$ cat src/rtl/hwag_regs_pkg.sv
//~~~~~~~~~~~~~~~~~~~~~~~~~~~~~~~~~~~~~~~~~~~~~~~~~~~~~~~~~~
// Register map and control word of the angle generator bus
// Shared by the register file and the top level
//~~~~~~~~~~~~~~~~~~~~~~~~~~~~~~~~~~~~~~~~~~~~~~~~~~~~~~~~~~
package hwag_regs_pkg;

  localparam int DATA_W = 16;
  localparam int ADDR_W = 8;

  // Configuration words
  localparam logic [ADDR_W-1:0] REG_FLT       = 8'h00;
  localparam logic [ADDR_W-1:0] REG_MIN_L     = 8'h01;
  localparam logic [ADDR_W-1:0] REG_MIN_H     = 8'h02;
  localparam logic [ADDR_W-1:0] REG_MAX_L     = 8'h03;
  localparam logic [ADDR_W-1:0] REG_MAX_H     = 8'h04;
  localparam logic [ADDR_W-1:0] REG_TOOTH_NUM = 8'h05;

  // Control, enables, flags and status
  localparam logic [ADDR_W-1:0] REG_CTRL_SET  = 8'h10;
  localparam logic [ADDR_W-1:0] REG_CTRL_CLR  = 8'h11;
  localparam logic [ADDR_W-1:0] REG_IE_SET    = 8'h12;
  localparam logic [ADDR_W-1:0] REG_IE_CLR    = 8'h13;
  localparam logic [ADDR_W-1:0] REG_FLAG      = 8'h14;
  localparam logic [ADDR_W-1:0] REG_P0_L      = 8'h15;
  localparam logic [ADDR_W-1:0] REG_P0_H      = 8'h16;
  localparam logic [ADDR_W-1:0] REG_TOOTH_VAL = 8'h17;

  // run sits at bit 0, filt_ena at bit 2
  typedef struct packed {
    logic filt_ena;
    logic edge_sel;
    logic run;
  } hwag_ctrl_t;

endpackage

$ cat src/rtl/hwag_timing_pkg.sv
//~~~~~~~~~~~~~~~~~~~~~~~~~~~~~~~~~~~~~~~~~~~~~~~~~~~~~~~~~~
// Period widths and interrupt flag positions of the engine
//~~~~~~~~~~~~~~~~~~~~~~~~~~~~~~~~~~~~~~~~~~~~~~~~~~~~~~~~~~
package hwag_timing_pkg;

  localparam int PERIOD_W = 24;

  // Last three tooth periods, p0 newest
  typedef struct packed {
    logic [PERIOD_W-1:0] p2;
    logic [PERIOD_W-1:0] p1;
    logic [PERIOD_W-1:0] p0;
  } period_set_t;

  // Bit positions in the flag word
  localparam int FLAG_EDGE = 0;
  localparam int FLAG_OVF  = 1;

endpackage

$ cat src/rtl/hwag_regs.sv
//~~~~~~~~~~~~~~~~~~~~~~~~~~~~~~~~~~~~~~~~~~~~~~~~~~~~~~~~~~
// Register file: configuration, set/clear control, flags
// and registered readback for the 16-bit register bus
//~~~~~~~~~~~~~~~~~~~~~~~~~~~~~~~~~~~~~~~~~~~~~~~~~~~~~~~~~~
`timescale 1ns/1ps

module hwag_regs #(
  parameter int TOOTH_W = 8
) (
  input  logic                                  clk,
  input  logic                                  reset,
  input  logic                                  bus_we,
  input  logic                                  bus_re,
  input  logic [hwag_regs_pkg::ADDR_W-1:0]      bus_addr,
  input  logic [hwag_regs_pkg::DATA_W-1:0]      bus_wdata,
  output logic [hwag_regs_pkg::DATA_W-1:0]      bus_rdata,
  output hwag_regs_pkg::hwag_ctrl_t             ctrl,
  output logic [hwag_regs_pkg::DATA_W-1:0]      flt_val,
  output logic [hwag_timing_pkg::PERIOD_W-1:0]  min_period,
  output logic [hwag_timing_pkg::PERIOD_W-1:0]  max_period,
  output logic [TOOTH_W-1:0]                    tooth_num,
  output logic                                  tooth_load,
  output logic [TOOTH_W-1:0]                    load_val,
  input  logic [hwag_timing_pkg::PERIOD_W-1:0]  p0,
  input  logic [TOOTH_W-1:0]                    tooth_val,
  input  logic                                  edge_evt,
  input  logic                                  ovf_evt,
  output logic                                  hwagif
);
  import hwag_regs_pkg::*;
  import hwag_timing_pkg::*;

  localparam int CTRL_W = $bits(hwag_ctrl_t);
  localparam int HIGH_W = PERIOD_W - DATA_W;

  logic [DATA_W-1:0] min_l;
  logic [DATA_W-1:0] min_h;
  logic [DATA_W-1:0] max_l;
  logic [DATA_W-1:0] max_h;
  logic [DATA_W-1:0] tooth_num_q;
  logic [DATA_W-1:0] ie;
  logic [DATA_W-1:0] flags;
  logic [DATA_W-1:0] flag_evt;
  logic [DATA_W-1:0] flag_clr;

  // 24-bit window limits from split halves
  assign min_period = {min_h[HIGH_W-1:0], min_l};
  assign max_period = {max_h[HIGH_W-1:0], max_l};
  assign tooth_num  = tooth_num_q[TOOTH_W-1:0];

  // Tooth counter load, taken by the tracker in the same cycle
  assign tooth_load = bus_we && (bus_addr == REG_TOOTH_VAL);
  assign load_val   = bus_wdata[TOOTH_W-1:0];

  always_comb begin
    flag_evt            = '0;
    flag_evt[FLAG_EDGE] = edge_evt;
    flag_evt[FLAG_OVF]  = ovf_evt;
  end

  assign flag_clr = (bus_we && (bus_addr == REG_FLAG)) ? bus_wdata : '0;
  assign hwagif   = |flags;

  always_ff @(posedge clk) begin
    if (reset) begin
      ctrl        <= '0;
      ie          <= '0;
      flt_val     <= '0;
      min_l       <= '0;
      min_h       <= '0;
      max_l       <= '0;
      max_h       <= '0;
      tooth_num_q <= '0;
    end else if (bus_we) begin
      case (bus_addr)
        REG_FLT:       flt_val     <= bus_wdata;
        REG_MIN_L:     min_l       <= bus_wdata;
        REG_MIN_H:     min_h       <= bus_wdata;
        REG_MAX_L:     max_l       <= bus_wdata;
        REG_MAX_H:     max_h       <= bus_wdata;
        REG_TOOTH_NUM: tooth_num_q <= bus_wdata;
        REG_CTRL_SET:  ctrl        <= ctrl | bus_wdata[CTRL_W-1:0];
        REG_CTRL_CLR:  ctrl        <= ctrl & ~bus_wdata[CTRL_W-1:0];
        REG_IE_SET:    ie          <= ie | bus_wdata;
        REG_IE_CLR:    ie          <= ie & ~bus_wdata;
        default: ;
      endcase
    end
  end

  // Sticky flags, a new event wins over a clear in the same cycle
  always_ff @(posedge clk) begin
    if (reset) begin
      flags <= '0;
    end else begin
      flags <= (flags & ~flag_clr) | (flag_evt & ie);
    end
  end

  always_ff @(posedge clk) begin
    if (reset) begin
      bus_rdata <= '0;
    end else if (bus_re) begin
      case (bus_addr)
        REG_FLT:       bus_rdata <= flt_val;
        REG_MIN_L:     bus_rdata <= min_l;
        REG_MIN_H:     bus_rdata <= min_h;
        REG_MAX_L:     bus_rdata <= max_l;
        REG_MAX_H:     bus_rdata <= max_h;
        REG_TOOTH_NUM: bus_rdata <= tooth_num_q;
        REG_CTRL_SET:  bus_rdata <= DATA_W'(ctrl);
        REG_IE_SET:    bus_rdata <= ie;
        REG_FLAG:      bus_rdata <= flags;
        REG_P0_L:      bus_rdata <= p0[DATA_W-1:0];
        REG_P0_H:      bus_rdata <= DATA_W'(p0[PERIOD_W-1:DATA_W]);
        REG_TOOTH_VAL: bus_rdata <= DATA_W'(tooth_val);
        default:       bus_rdata <= '0;
      endcase
    end
  end

endmodule

$ cat src/rtl/vr_filter.sv
//~~~~~~~~~~~~~~~~~~~~~~~~~~~~~~~~~~~~~~~~~~~~~~~~~~~~~~~~~~
// Sensor input synchronizer, glitch filter and edge detect
//~~~~~~~~~~~~~~~~~~~~~~~~~~~~~~~~~~~~~~~~~~~~~~~~~~~~~~~~~~
`timescale 1ns/1ps

module vr_filter #(
  parameter int SYNC_STAGES = 2
) (
  input  logic                             clk,
  input  logic                             reset,
  input  logic                             vr_in,
  input  hwag_regs_pkg::hwag_ctrl_t        ctrl,
  input  logic [hwag_regs_pkg::DATA_W-1:0] flt_val,
  output logic                             vr_out,
  output logic                             act_edge
);
  import hwag_regs_pkg::*;

  logic [SYNC_STAGES-1:0] sync_q;
  logic                   sync_val;
  logic                   filt_q;
  logic [DATA_W-1:0]      stable_cnt;
  logic                   vr_prev;
  logic                   sel_edge;

  assign sync_val = sync_q[SYNC_STAGES-1];

  always_ff @(posedge clk) begin
    if (reset) begin
      sync_q <= '0;
    end else begin
      sync_q <= {sync_q[SYNC_STAGES-2:0], vr_in};
    end
  end

  // Level moves only after flt_val+1 steady cycles, so delay is fixed
  always_ff @(posedge clk) begin
    if (reset) begin
      filt_q     <= 1'b0;
      stable_cnt <= '0;
    end else if (sync_val == filt_q) begin
      stable_cnt <= '0;
    end else if (stable_cnt == flt_val) begin
      filt_q     <= sync_val;
      stable_cnt <= '0;
    end else begin
      stable_cnt <= stable_cnt + 1'b1;
    end
  end

  assign vr_out = ctrl.filt_ena ? filt_q : sync_val;

  // edge_sel high picks the falling transition
  assign sel_edge = ctrl.edge_sel ? (vr_prev & ~vr_out) : (~vr_prev & vr_out);

  always_ff @(posedge clk) begin
    if (reset) begin
      vr_prev  <= 1'b0;
      act_edge <= 1'b0;
    end else begin
      vr_prev  <= vr_out;
      act_edge <= sel_edge;
    end
  end

endmodule

$ cat src/rtl/period_capture.sv
//~~~~~~~~~~~~~~~~~~~~~~~~~~~~~~~~~~~~~~~~~~~~~~~~~~~~~~~~~~
// Tooth period counter with a three-deep period history
//~~~~~~~~~~~~~~~~~~~~~~~~~~~~~~~~~~~~~~~~~~~~~~~~~~~~~~~~~~
`timescale 1ns/1ps

module period_capture (
  input  logic                         clk,
  input  logic                         reset,
  input  logic                         run,
  input  logic                         act_edge,
  output hwag_timing_pkg::period_set_t periods,
  output logic                         ovf_evt
);
  import hwag_timing_pkg::*;

  logic [PERIOD_W-1:0] cnt;
  logic                cnt_top;

  assign cnt_top = &cnt;

  always_ff @(posedge clk) begin
    if (reset) begin
      cnt     <= '0;
      periods <= '0;
      ovf_evt <= 1'b0;
    end else begin
      ovf_evt <= 1'b0;
      if (run && act_edge) begin
        // Period counts the edge cycle itself
        periods.p0 <= cnt_top ? cnt : cnt + 1'b1;
        periods.p1 <= periods.p0;
        periods.p2 <= periods.p1;
        cnt        <= '0;
      end else if (run && !cnt_top) begin
        cnt <= cnt + 1'b1;
        // Single pulse as the counter hits its ceiling
        if (cnt == {{(PERIOD_W-1){1'b1}}, 1'b0}) begin
          ovf_evt <= 1'b1;
        end
      end
    end
  end

endmodule

$ cat src/rtl/period_check.sv
//~~~~~~~~~~~~~~~~~~~~~~~~~~~~~~~~~~~~~~~~~~~~~~~~~~~~~~~~~~
// Window check of the three captured periods
//~~~~~~~~~~~~~~~~~~~~~~~~~~~~~~~~~~~~~~~~~~~~~~~~~~~~~~~~~~
`timescale 1ns/1ps

module period_check (
  input  hwag_timing_pkg::period_set_t         periods,
  input  logic [hwag_timing_pkg::PERIOD_W-1:0] min_period,
  input  logic [hwag_timing_pkg::PERIOD_W-1:0] max_period,
  output logic                                 window_ok
);
  logic p0_ok;
  logic p1_ok;
  logic p2_ok;

  // Lower bound exclusive, upper bound inclusive
  assign p0_ok = (periods.p0 > min_period) && (periods.p0 <= max_period);
  assign p1_ok = (periods.p1 > min_period) && (periods.p1 <= max_period);
  assign p2_ok = (periods.p2 > min_period) && (periods.p2 <= max_period);

  assign window_ok = p0_ok && p1_ok && p2_ok;

endmodule

$ cat src/rtl/gap_search.sv
//~~~~~~~~~~~~~~~~~~~~~~~~~~~~~~~~~~~~~~~~~~~~~~~~~~~~~~~~~~
// Missing-tooth detection on the captured periods
//~~~~~~~~~~~~~~~~~~~~~~~~~~~~~~~~~~~~~~~~~~~~~~~~~~~~~~~~~~
`timescale 1ns/1ps

module gap_search (
  input  hwag_timing_pkg::period_set_t periods,
  output logic                         gap
);
  import hwag_timing_pkg::*;

  logic [PERIOD_W:0] p0_ext;
  logic [PERIOD_W:0] p1_dbl;
  logic [PERIOD_W:0] p2_dbl;

  // One extra bit so the doubled periods cannot wrap
  assign p0_ext = {1'b0, periods.p0};
  assign p1_dbl = {periods.p1, 1'b0};
  assign p2_dbl = {periods.p2, 1'b0};

  assign gap = (p0_ext >= p1_dbl) && (p0_ext >= p2_dbl) &&
               (periods.p1 != '0) && (periods.p2 != '0);

endmodule

$ cat src/rtl/sync_tracker.sv
//~~~~~~~~~~~~~~~~~~~~~~~~~~~~~~~~~~~~~~~~~~~~~~~~~~~~~~~~~~
// Start latch and wrapping tooth counter of the engine
//~~~~~~~~~~~~~~~~~~~~~~~~~~~~~~~~~~~~~~~~~~~~~~~~~~~~~~~~~~
`timescale 1ns/1ps

module sync_tracker #(
  parameter int TOOTH_W = 8
) (
  input  logic               clk,
  input  logic               reset,
  input  logic               run,
  input  logic               act_edge,
  input  logic               window_ok,
  input  logic               gap,
  input  logic [TOOTH_W-1:0] tooth_num,
  input  logic               tooth_load,
  input  logic [TOOTH_W-1:0] load_val,
  output logic               hwag_start,
  output logic [TOOTH_W-1:0] tooth_val
);
  logic tooth_wrap;

  assign tooth_wrap = (tooth_val == tooth_num);

  // Periods seen here still belong to the previous edge
  always_ff @(posedge clk) begin
    if (reset) begin
      hwag_start <= 1'b0;
    end else if (!run) begin
      hwag_start <= 1'b0;
    end else if (act_edge && window_ok && gap) begin
      hwag_start <= 1'b1;
    end
  end

  always_ff @(posedge clk) begin
    if (reset) begin
      tooth_val <= '0;
    end else if (tooth_load) begin
      tooth_val <= load_val;
    end else if (hwag_start && act_edge) begin
      tooth_val <= tooth_wrap ? '0 : tooth_val + 1'b1;
    end
  end

endmodule

$ cat src/rtl/hwag_top.sv
//~~~~~~~~~~~~~~~~~~~~~~~~~~~~~~~~~~~~~~~~~~~~~~~~~~~~~~~~~~
// Angle generator front end, bus registers plus sensor path
//~~~~~~~~~~~~~~~~~~~~~~~~~~~~~~~~~~~~~~~~~~~~~~~~~~~~~~~~~~
`timescale 1ns/1ps

module hwag_top #(
  parameter int TOOTH_W     = 8,
  parameter int SYNC_STAGES = 2
) (
  input  logic                             clk,
  input  logic                             reset,
  input  logic                             bus_we,
  input  logic                             bus_re,
  input  logic [hwag_regs_pkg::ADDR_W-1:0] bus_addr,
  input  logic [hwag_regs_pkg::DATA_W-1:0] bus_wdata,
  input  logic                             vr_in,
  output logic [hwag_regs_pkg::DATA_W-1:0] bus_rdata,
  output logic                             vr_out,
  output logic                             hwagif,
  output logic                             hwag_start
);
  import hwag_regs_pkg::*;
  import hwag_timing_pkg::*;

  hwag_ctrl_t          ctrl;
  logic [DATA_W-1:0]   flt_val;
  logic [PERIOD_W-1:0] min_period;
  logic [PERIOD_W-1:0] max_period;
  logic [TOOTH_W-1:0]  tooth_num;
  logic                tooth_load;
  logic [TOOTH_W-1:0]  load_val;
  logic [TOOTH_W-1:0]  tooth_val;
  logic                act_edge;
  logic                ovf_evt;
  logic                window_ok;
  logic                gap;
  period_set_t         periods;

  hwag_regs #(
    .TOOTH_W(TOOTH_W)
  ) hwag_regs_i (
    .clk       (clk),
    .reset     (reset),
    .bus_we    (bus_we),
    .bus_re    (bus_re),
    .bus_addr  (bus_addr),
    .bus_wdata (bus_wdata),
    .bus_rdata (bus_rdata),
    .ctrl      (ctrl),
    .flt_val   (flt_val),
    .min_period(min_period),
    .max_period(max_period),
    .tooth_num (tooth_num),
    .tooth_load(tooth_load),
    .load_val  (load_val),
    .p0        (periods.p0),
    .tooth_val (tooth_val),
    .edge_evt  (act_edge),
    .ovf_evt   (ovf_evt),
    .hwagif    (hwagif)
  );

  vr_filter #(
    .SYNC_STAGES(SYNC_STAGES)
  ) vr_filter_i (
    .clk     (clk),
    .reset   (reset),
    .vr_in   (vr_in),
    .ctrl    (ctrl),
    .flt_val (flt_val),
    .vr_out  (vr_out),
    .act_edge(act_edge)
  );

  period_capture period_capture_i (
    .clk     (clk),
    .reset   (reset),
    .run     (ctrl.run),
    .act_edge(act_edge),
    .periods (periods),
    .ovf_evt (ovf_evt)
  );

  period_check period_check_i (
    .periods   (periods),
    .min_period(min_period),
    .max_period(max_period),
    .window_ok (window_ok)
  );

  gap_search gap_search_i (
    .periods(periods),
    .gap    (gap)
  );

  sync_tracker #(
    .TOOTH_W(TOOTH_W)
  ) sync_tracker_i (
    .clk       (clk),
    .reset     (reset),
    .run       (ctrl.run),
    .act_edge  (act_edge),
    .window_ok (window_ok),
    .gap       (gap),
    .tooth_num (tooth_num),
    .tooth_load(tooth_load),
    .load_val  (load_val),
    .hwag_start(hwag_start),
    .tooth_val (tooth_val)
  );

endmodule

$ cat config.mk
export PLATFORM = sky130hd
export DESIGN_NAME = hwag_top
export DESIGN_NICKNAME = d
export VERILOG_FILES = /design/src/rtl/hwag_regs_pkg.sv /design/src/rtl/hwag_timing_pkg.sv /design/src/rtl/hwag_regs.sv /design/src/rtl/vr_filter.sv /design/src/rtl/period_capture.sv /design/src/rtl/period_check.sv /design/src/rtl/gap_search.sv /design/src/rtl/sync_tracker.sv /design/src/rtl/hwag_top.sv
export SDC_FILE = /design/constraint.sdc
export NUM_CORES = 1
export LEC_CHECK = 0
export BUFFER_PORTS_ARGS = -buffer_cell sky130_fd_sc_hd__buf_2
export CAP_MARGIN = 20
export CORE_MARGIN = 1
export CORE_UTILIZATION = 40
export CTS_CLUSTER_SIZE = 28
export DETAILED_ROUTE_END_ITERATION = 10
export GPL_ROUTABILITY_DRIVEN = 0
export GPL_TIMING_DRIVEN = 0
export SLEW_MARGIN = 20
export SYNTH_ARGS = -nofsm -noshare
export SYNTH_HDL_FRONTEND = slang
export SYNTH_HIERARCHICAL = 1
export SYNTH_SLANG_ARGS = --single-unit
$ cat constraint.sdc
create_clock -name clk -period 5.4 [get_ports clk]
set_input_delay 1.08 -clock clk [delete_from_list [all_inputs] [get_ports clk]]
set_output_delay 1.08 -clock clk [all_outputs]
set_load 0.1 [all_outputs]
# [Word-level counts from Yosys, hierarchy flattened]
# Index checks and enable logic that the tools add are counted.
[totals] ff_bits=274 latch_bits=0 ram_bits=0 mem_bits_ro=0 out_inout_bits=19 wordCells=117 mem_count=0
[op_classes] n_addsub=3 multipliers=0 div_mod_pow=0 n_lt_le_gt_ge=8 n_eq_ne=17 n_shift=0 mux=11 bitwise=17 reduce_logical=37
[ops] cell="16-bit case mux with 12 select lines" count=1
[ops] cell="24-bit greater-than comparator" count=3
[ops] cell="24-bit less-or-equal comparator" count=3
[ops] cell="8-bit by 5-bit == test with 1-bit output, second input constant" count=8
[ops] cell="24-bit by 25-bit >= comparator with 1-bit output" count=2
[ops] cell="24-bit nonzero test" count=2
[ops] cell="16-bit bitwise AND" count=2
[ops] cell="16-bit inverter" count=2
[ops] cell="16-bit OR" count=2
[ops] cell="16-bit case mux with 2 select lines" count=1
[ops] cell="24-bit by 1-bit adder with 24-bit output, second input constant" count=1
[ops] cell="24-bit == test, second input constant" count=1
[ops] cell="24-bit two-way mux" count=1
[ops] cell="8-bit two-way mux" count=3
[ops] cell="24-bit AND reduction" count=1
[ops] cell="2-bit AND reduction" count=9
[ops] cell="16-bit by 1-bit adder with 16-bit output, second input constant" count=1
[ops] cell="2-bit by 16-bit bitwise AND with 16-bit output" count=1
[ops] cell="16-bit == test" count=1
[ops] cell="8-bit by 2-bit == test with 1-bit output, second input constant" count=2
[ops] cell="8-bit by 3-bit == test with 1-bit output, second input constant" count=2
[ops] cell="16-bit two-way mux" count=1
[ops] cell="16-bit OR reduction" count=1
[ops] cell="1-bit logical AND" count=15
[ops] cell="16 further kinds" count=27

# [Depth between registers and ports, before layout]
# Gate-level depths: netlist of the first run.
[depth] ltp_word=6 mapped_depth=12

# [Hierarchy]
# The synthesis of the first run kept the hierarchy.
[modules_own_cells] module="hwag_regs" instances=1 cells_per_inst=857 area_per_inst_um2=7184.4 seq_area_each_um2=2942.8
[modules_own_cells] module="period_capture" instances=1 cells_per_inst=427 area_per_inst_um2=4045.1 seq_area_each_um2=1941.9
[modules_own_cells] module="period_check" instances=1 cells_per_inst=404 area_per_inst_um2=3238.1 seq_area_each_um2=0.0
[modules_own_cells] module="gap_search" instances=1 cells_per_inst=179 area_per_inst_um2=1285.0 seq_area_each_um2=0.0
[modules_own_cells] module="vr_filter" instances=1 cells_per_inst=114 area_per_inst_um2=1084.8 seq_area_each_um2=420.4
[modules_own_cells] module="sync_tracker" instances=1 cells_per_inst=80 area_per_inst_um2=655.6 seq_area_each_um2=180.2

# [Worst setup path before layout of the first run]
# No wires, ideal clock.
[synth_path] kind="input port to flip-flop" startpoint="input port bus_addr[3] in the netlist's numbering" endpoint="register sync_tracker_i.tooth_val[0]" setup_ns=0.086 arrival_time_ns=2.885 required_time_ns=5.314 setup_slack_ns=2.429 cell_stages=9 cell_sequence="or4b_1 > buf_6 > nor2_4 > buf_2 > and3_1 > buf_2 > buf_2 > a21oi_1 > a221oi_2"
[synth_between] elab_chain_len=3 elab_cells_between_ends=4 classes_between="eq/ne (1); mux (1); reduce/logical (2)"
[synth_lines] item="from (decl)" line_no="hwag_top.sv:14" text="input logic [hwag_regs_pkg::ADDR_W-1:0] bus_addr,"
[synth_lines] item="8-bit by 5-bit == test with 1-bit output *" line_no="hwag_regs.sv:52" text="assign tooth_load = bus_we && (bus_addr == REG_TOOTH_VAL);"
[synth_lines] item="1-bit logical AND *" line_no="hwag_regs.sv:52"
[synth_lines] item="net tooth_load" line_no="hwag_top.sv:30" text="logic tooth_load;"
[synth_lines] item="8-bit two-way mux or 2-bit nonzero test (tied branches)"
[synth_lines] item="to (signal assigned)" line_no="sync_tracker.sv:40" text="tooth_val <= load_val;"
[synth_lines] item="to (signal assigned)" line_no="sync_tracker.sv:42" text="tooth_val <= tooth_wrap ? '0 : tooth_val + 1'b1;"
[synth_lines] item="to (decl)" line_no="sync_tracker.sv:19" text="output logic [TOOTH_W-1:0] tooth_val"
# The timed path passes the listed nets; every way through them passes the cells marked *.
# A chain may end at the register's enable or synchronous reset.

# [Worst setup path after layout of the first run]
[layout_path] startpoint="input port bus_addr[3] in the netlist's numbering" endpoint="register sync_tracker_i.tooth_val[2]"
# The elaborated chain is that of the path after synthesis.

==> results.tsv, run 1 <==
stage	metric	value	unit
run_status	status	complete, no violations	
sta	drv_slew	0	
synthesis	synth_common_cells	274 x dfxtp_1, 250 x nand2_1, 217 x a21oi_1, 194 x ha_1, 107 x inv_1	
cts	cts_tree	yes	
setup_path	critPathMaxFanout	10	
die	die_area	44570	um2
synthesis	yosysMostFrequentCell	dfxtp_1	
cts	clock-sinks	274	
cts	numCtsBuffers	34	
sta	setup_tns	0	ns
drt	drc_errors	0	
die	rows	76	
setup_path	critPathCapture	sync_tracker_i/tooth_val[2]$_SDFFE_PP0P_	
place	io_buffers	31	
die	die-width	211.1	um
setup_path	endpoint_kind	flop	
die	core_area	43080	um2
setup_path	cp-start-kind	input pin	
pwr	seq_power_share	0.444	
drt	wl_per_cell	23.48	um
setup_path	setup.worst_path.class	input pin to flop	
grt	grt_pass1_vias	15614	
final_layout	multiInputGateArea	10800	um2
pwr	power_frac_comb	0.047	
synthesis	syn_nets	2284	
sta	worst_slew_pin_slew	0.9164	ns
cts	holdBufCountCts	0	
pwr	switchingPower	0.001129	W
synthesis	ys_seq_area_frac	0.3136	
die	fp.dieH	211.1	um
drt	vias	16732	
final_layout	seq_area	5485	um2
final_layout	nNetsFinal	2351	
final_layout	post-route-util	0.4528	
grt	track_usage	0.2853	
drt	drt_wl_total	64220	um
final_layout	drive_above_1_share	0.09907	
sta	skew	0.04089	ns
pwr	p_per_area	234.0	nW/um2
grt	gr-total-overflow	0	
synthesis	synth-main-ff-cell	dfxtp_1	
setup_path	r2r_cells	12	
synthesis	syn_inst	2061	
sta	fin_crit	3.240	ns
sta	fin_crit_sh	0.6000	
drt	antenna_left	0	
pwr	leakage	7.634	nW
setup_path	r2r_setup_slack	2.20	ns
cts	clkTransAtPathRegs	0.05	ns
cts	cts_max_path_buffers	3	
cts	cts_max_level	2	
synthesis	synth_edf_count	0	
synthesis	synth.top_cell.area_share	0.3136	
cts	cts-root-buf	clkbuf_16	
die	io_pins	48	
final_layout	fin_area	19510	um2
sta	finalSetupViolCount	0	
grt	grt_pass1_wl	96480	um
cts	cts_resized	0	
cts	clk_latency	0.58	ns
pwr	clkPwrFrac	0.508	
hold_path	min_path_type	flop to flop	
drt	firstDrtPassIters	9	
synthesis	synth_area_leaders	dfxtp_1 31%, ha_1 14%, a21oi_1 6.2%	
grt	grt_max_degree	15	
sta	rsz0062_at_grt	no	
drt	drtIter0Drc	2267	
setup_path	r2r_start	hwag_regs_i/max_h[5]$_SDFFE_PP0P_	
die	start_util	0.4061	
hold_path	hold_start	vr_filter_i/sync_q[0]$_SDFF_PP0_	
final_layout	n_antenna_cell	0	
grt	antenna_found_initial	1	
synthesis	syn_area	17490	um2
pwr	intPower	0.003435	W
setup_path	critPathLaunch	bus_addr[3]	
synthesis	ys_async_sr_fraction	0	
synthesis	syn_avg_cell_area	8.488	um2
sta	hold_violations	0	
synthesis	synth_cell_types	93	
pwr	peakVddDrop	0.2034	mV
synthesis	ys_warn_count	6	
cts	cts_setup_buffers	0	
pwr	p_sw_frac	0.2474	
place	dp_hpwl	48610	um
setup_path	crit_required	5.83	ns
sta	whs	0.4486	ns
job	maxCapViolCount	0	
final_layout	fill_cells	4204	
setup_path	rr_endpoint	sync_tracker_i/hwag_start$_SDFFE_PP0P_	
sta	maxSlewHeadroom	0.3826	
setup_path	cp.arrival	3.67	ns
place	postPlaceCellArea	18380	um2
synthesis	synth-seq-cells	274	
final_layout	syn_to_final_growth	11.51	%
synthesis	yosysTopAreaCell	dfxtp_1	
drt	routed_via_density	6.118	
sta	clock.fmax	308.7	MHz
kinds of logic (layout without fill, tap and decap cells):
family                     Yosys count  after routing  synth area share
DFF                                274            274            0.3136
and+or+nand+nor                    680            680            0.2061
xor gates and xnor gates            45             45           0.02253
adders and majority gates          194            194            0.1388
muxes                               73             73           0.04649
buffers and inverters              267            356           0.06881
AOI/OAI and AO/OA                  528            528            0.2038
state kept, by name, indices dropped and copies added, names as in the netlist, named ones only:
| register | flops |
|---|---|
| vr_filter_i/act_edge | 1 |
| hwag_regs_i/min_l | 16 |
| hwag_regs_i/max_l | 16 |
| hwag_regs_i/bus_rdata | 16 |
| period_capture_i/periods | 72 |
| hwag_regs_i/min_h | 16 |
| vr_filter_i/sync_q | 2 |
| vr_filter_i/filt_q | 1 |
| hwag_regs_i/max_h | 16 |
| vr_filter_i/stable_cnt | 16 |
| hwag_regs_i/flags | 16 |
| period_capture_i/cnt | 24 |
| period_capture_i/ovf_evt | 1 |
| hwag_regs_i/flt_val | 16 |
| sync_tracker_i/tooth_val | 8 |
| hwag_regs_i/tooth_num_q | 16 |
| vr_filter_i/vr_prev | 1 |
| sync_tracker_i/hwag_start | 1 |
how the worst min path moves through the flow:
stage                                               to  slack, ns  cells past startpoint
global route        hwag_regs_i/min_h[11]$_SDFFE_PP0P_       0.47                      2
global placement      vr_filter_i/sync_q[1]$_SDFF_PP0_       0.43                      1
finish                vr_filter_i/sync_q[1]$_SDFF_PP0_       0.45                      1
floorplan             vr_filter_i/sync_q[1]$_SDFF_PP0_       0.41                      1
CTS                   vr_filter_i/sync_q[1]$_SDFF_PP0_       0.44                      1
detailed placement    vr_filter_i/sync_q[1]$_SDFF_PP0_       0.43                      1
per-stage QoR:
stage	setup WS, ns	total power (W)	instances
2_1_floorplan	2.429	0.002197	2061
3_3_place_gp	1.717	0.002277	2677
3_5_place_dp	1.699	0.002279	2677
4_1_cts	2.175	0.004586	2735
5_1_grt	2.114	0.004685	2735
6_report	2.160	0.004565	2735
worst max-delay path: stages:
cell	delay, ns
buf_2	0.16
or4b_1	0.54
buf_6	0.17
nor2_4	0.29
buf_2	0.33
and3_1	0.29
buf_2	0.24
buf_2	0.26
a21oi_1	0.13
o21ai_0	0.12
nand2_1	0.06
per-layer routing:
metal  global-route usage  share of wire
met5                    0        0.00020
met3              0.05263          0.095
met1               0.3987           0.44
met4               0.1064          0.038
met2               0.4340           0.43
layout make-up:
cell class | count | area share
clock buffers | 47 | 0.04971
plain buffers | 160 | 0.04112
repair buffers | 31 | 0.007954
flip-flops and latches | 274 | 0.2812
well taps | 585 | 0.03752
inverters | 107 | 0.02059
multi-input cells | 1520 | 0.5539
clock inverters | 11 | 0.008018
power groups by stage:
stage	sequential, W	clock, W	combinational, W
final	0.00203	0.00232	0.000216
after global placement	0.00207	0	0.000204
after CTS	0.00203	0.00235	0.000207
after floorplan	0.00208	0	0.000121
after detailed placement	0.00207	0	0.000206
after global routing	0.00203	0.00243	0.000222
cells in the final DEF, fill, tap and decap left out, drive strengths merged, types with 35 or more instances in the layout:
| cell type | count |
|---|---|
| nor4 | 40 |
| a22o | 58 |
| mux2i | 61 |
| nand2 | 251 |
| a21oi | 221 |
| inv | 107 |
| nor2 | 77 |
| ha | 194 |
| nand4 | 67 |
| buf | 114 |
| a21o | 35 |
| clkbuf | 124 |
| nor3 | 46 |
| dfxtp | 274 |
| a211oi | 38 |
| nand3 | 73 |
(Power assumes the default switching activity.)
==> run 2: changes to the inputs <==
clock period = 3 ns   (was 5.4 ns; I/O delays follow)
==> run 2 against run 1 <==
  * Clock power increased by 80%
  * Critical path type is now flop to flop
  * Routed wire length grew 0.10%
  * Largest cell class unchanged
  * Power increased by 80%
  * Die area is the same
  * Critical endpoint is now sync_tracker_i/hwag_start$_SDFFE_PP0P_
==> results.tsv, run 2 (same netlist as run 1, synthesis figures left out) <==
stage	metric	value	unit	change
pwr	peakVddDrop	0.3687	mV	+81%
setup_path	cp.arrival	3.40	ns	-0.27 ns
drt	drt_wl_total	64290	um	+0.10%
cts	numCtsBuffers	34		unchanged
pwr	p_per_area	418.2	nW/um2	+79%
sta	maxSlewHeadroom	0.4336		+0.05103
sta	hold_violations	0		unchanged
final_layout	largest_reg_flops	72		unchanged
pwr	clkPwrFrac	0.509		about the same
cts	cts_max_path_buffers	3		unchanged
place	postPlaceCellArea	18380	um2	unchanged
grt	grt_max_degree	15		unchanged
setup_path	critPathMaxFanout	3		-7
place	io_buffers	31		unchanged
cts	clk_latency	0.58	ns	about the same
place	dp_hpwl	48610	um	unchanged
setup_path	rr_endpoint	sync_tracker_i/hwag_start$_SDFFE_PP0P_		
cts	cts-root-buf	clkbuf_16		
drt	firstDrtPassIters	8		-1
final_layout	n_antenna_cell	0		unchanged
pwr	leakage	7.674	nW	+0.52%
sta	drv_slew	0		unchanged
sta	skew	0.04132	ns	+0.0004315 ns
setup_path	setup.worst_path.class	flop to flop		
final_layout	largestRegisters	period_capture_i/periods x72, period_capture_i/cnt x24		
sta	whs	0.2696	ns	-0.1790 ns
cts	clkTransAtPathRegs	0.06	ns	about the same
die	die_area	44570	um2	unchanged
sta	rsz0062_at_grt	yes		
grt	grt_pass1_vias	15639		+0.16%
final_layout	nNetsFinal	2352		+0.043%
final_layout	fin_area	19650	um2	+0.72%
drt	vias	16774		+0.25%
final_layout	layout_common_cells	264 x dfxtp_1, 250 x nand2_1, 217 x a21oi_1		
die	fp.dieH	211.1	um	unchanged
sta	finalSetupViolCount	0		unchanged
die	io_pins	48		unchanged
grt	grt_pass1_wl	96540	um	about the same
final_layout	drive_above_1_share	0.1093		+0.01018
drt	drc_errors	0		unchanged
die	rows	76		unchanged
setup_path	critPathLaunch	hwag_regs_i/min_h[5]$_SDFFE_PP0P_		
pwr	seq_power_share	0.444		about the same
cts	holdBufCountCts	0		unchanged
setup_path	r2r_setup_slack	0.06	ns	-2.14 ns
cts	cts_max_level	2		unchanged
sta	clock.fmax	340.3	MHz	
final_layout	top_register	period_capture_i/periods		
cts	clock-sinks	274		unchanged
drt	drtIter0Drc	2024		-11%
pwr	switchingPower	0.002036	W	+80%
setup_path	crit_required	3.46	ns	-2.37 ns
job	maxCapViolCount	0		unchanged
setup_path	endpoint_kind	flop		
final_layout	syn_to_final_growth	12.31	%	
setup_path	critPathCapture	sync_tracker_i/hwag_start$_SDFFE_PP0P_		
pwr	p_sw_frac	0.2477		+0.0003925
drt	wl_per_cell	23.50	um	about the same
drt	routed_via_density	6.131		+0.21%
cts	cts_tree	yes		
setup_path	r2r_start	hwag_regs_i/min_h[5]$_SDFFE_PP0P_		
die	die-width	211.1	um	unchanged
hold_path	min_path_type	input pin to flop		
pwr	power_frac_comb	0.048		about the same
setup_path	cp-start-kind	flop		
grt	antenna_found_initial	1		unchanged
sta	worst_slew_pin_slew	0.8496	ns	-0.06685 ns
run_status	status	complete, no violations		
grt	track_usage	0.2855		about the same
sta	layout_setup_ws	0.06140	ns	-2.099 ns
die	core_area	43080	um2	unchanged
place	pre_cts_ws	-0.2214	ns	-1.920 ns
final_layout	mostFrequentLayoutCell	dfxtp_1		
die	start_util	0.4061		unchanged
final_layout	post-route-util	0.4561		+0.003253
sta	fin_crit	2.939	ns	
pwr	intPower	0.006181	W	+80%
drt	antenna_left	0		unchanged
setup_path	r2r_cells	12		unchanged
sta	fin_crit_sh	0.9795		
grt	gr-total-overflow	0		unchanged
run 2: cell count changes in the layout (fill, tap and decap cells not counted), sizes merged:
| cell | previous run | this run |
|---|---|---|
| buf | 114 | 115 |
run 2: final cells by class:
class / count / area [um2]
clock buffer: 47 / 969.7
multi-input combinational: 1520 / 10910
fill: 4195 / 23430
timing repair buffer: 32 / 162.7
sequential: 274 / 5510
buffer: 160 / 802.0
clock inverter: 11 / 156.4
tap: 585 / 732.0
inverter: 107 / 401.6
run 2: repair_timing:
action                     4_1_cts  5_1_grt
gates resized for setup          3       33
setup buffers                    0        1
pin swaps                        0       13
setup endpoints to repair        1        5
run 2: how the worst min path moves through the flow:
stage	start	endpoint	cells past startpoint
after global placement	vr_filter_i/sync_q[0]$_SDFF_PP0_	vr_filter_i/sync_q[1]$_SDFF_PP0_	1
after floorplan	vr_filter_i/sync_q[0]$_SDFF_PP0_	vr_filter_i/sync_q[1]$_SDFF_PP0_	1
after global routing	vr_in	vr_filter_i/sync_q[0]$_SDFF_PP0_	2
after detailed placement	vr_filter_i/sync_q[0]$_SDFF_PP0_	vr_filter_i/sync_q[1]$_SDFF_PP0_	1
after CTS	vr_in	vr_filter_i/sync_q[0]$_SDFF_PP0_	2
final	vr_in	vr_filter_i/sync_q[0]$_SDFF_PP0_	2
run 2: power by group through the flow:
stage	combinational [W]	sequential, W	clock (W)
2_1_floorplan	0.000217	0.00374	0
3_3_place_gp	0.000368	0.00373	0
3_5_place_dp	0.000372	0.00373	0
4_1_cts	0.000373	0.00365	0.00423
5_1_grt	0.000402	0.00365	0.00438
6_report	0.000390	0.00365	0.00418
run 2: routing by layer:
| metal | part of all wire | vias up | track usage |
|---|---|---|---|
| met5 | 0 | - | 0 |
| met3 | 0.093 | 163 | 0.05308 |
| met4 | 0.039 | 0 | 0.1057 |
| met1 | 0.44 | 8084 | 0.3986 |
| met2 | 0.43 | 827 | 0.4347 |
| li1 | - | 7700 | - |
run 2: metrics by stage:
step	total power (W)	std cells	setup TNS, ns
3_5_place_dp	0.004103	2677	-1.177
3_3_place_gp	0.004099	2677	-1.007
5_1_grt	0.008429	2736	-0.02522
6_report	0.008216	2736	0
2_1_floorplan	0.003955	2061	0
4_1_cts	0.008255	2735	0
run 2: worst max-delay path, cell delays in order, from the launching register on:
cell      delay, ns
dfxtp_4        0.37
buf_4          0.10
inv_1          0.08
ha_1           0.31
and4_1         0.23
nand4_1        0.22
nor3_4         0.29
o31ai_4        0.13
o211ai_1       0.16
o211ai_1       0.20
nor4_2         0.39
a31oi_1        0.13
nor3b_1        0.20
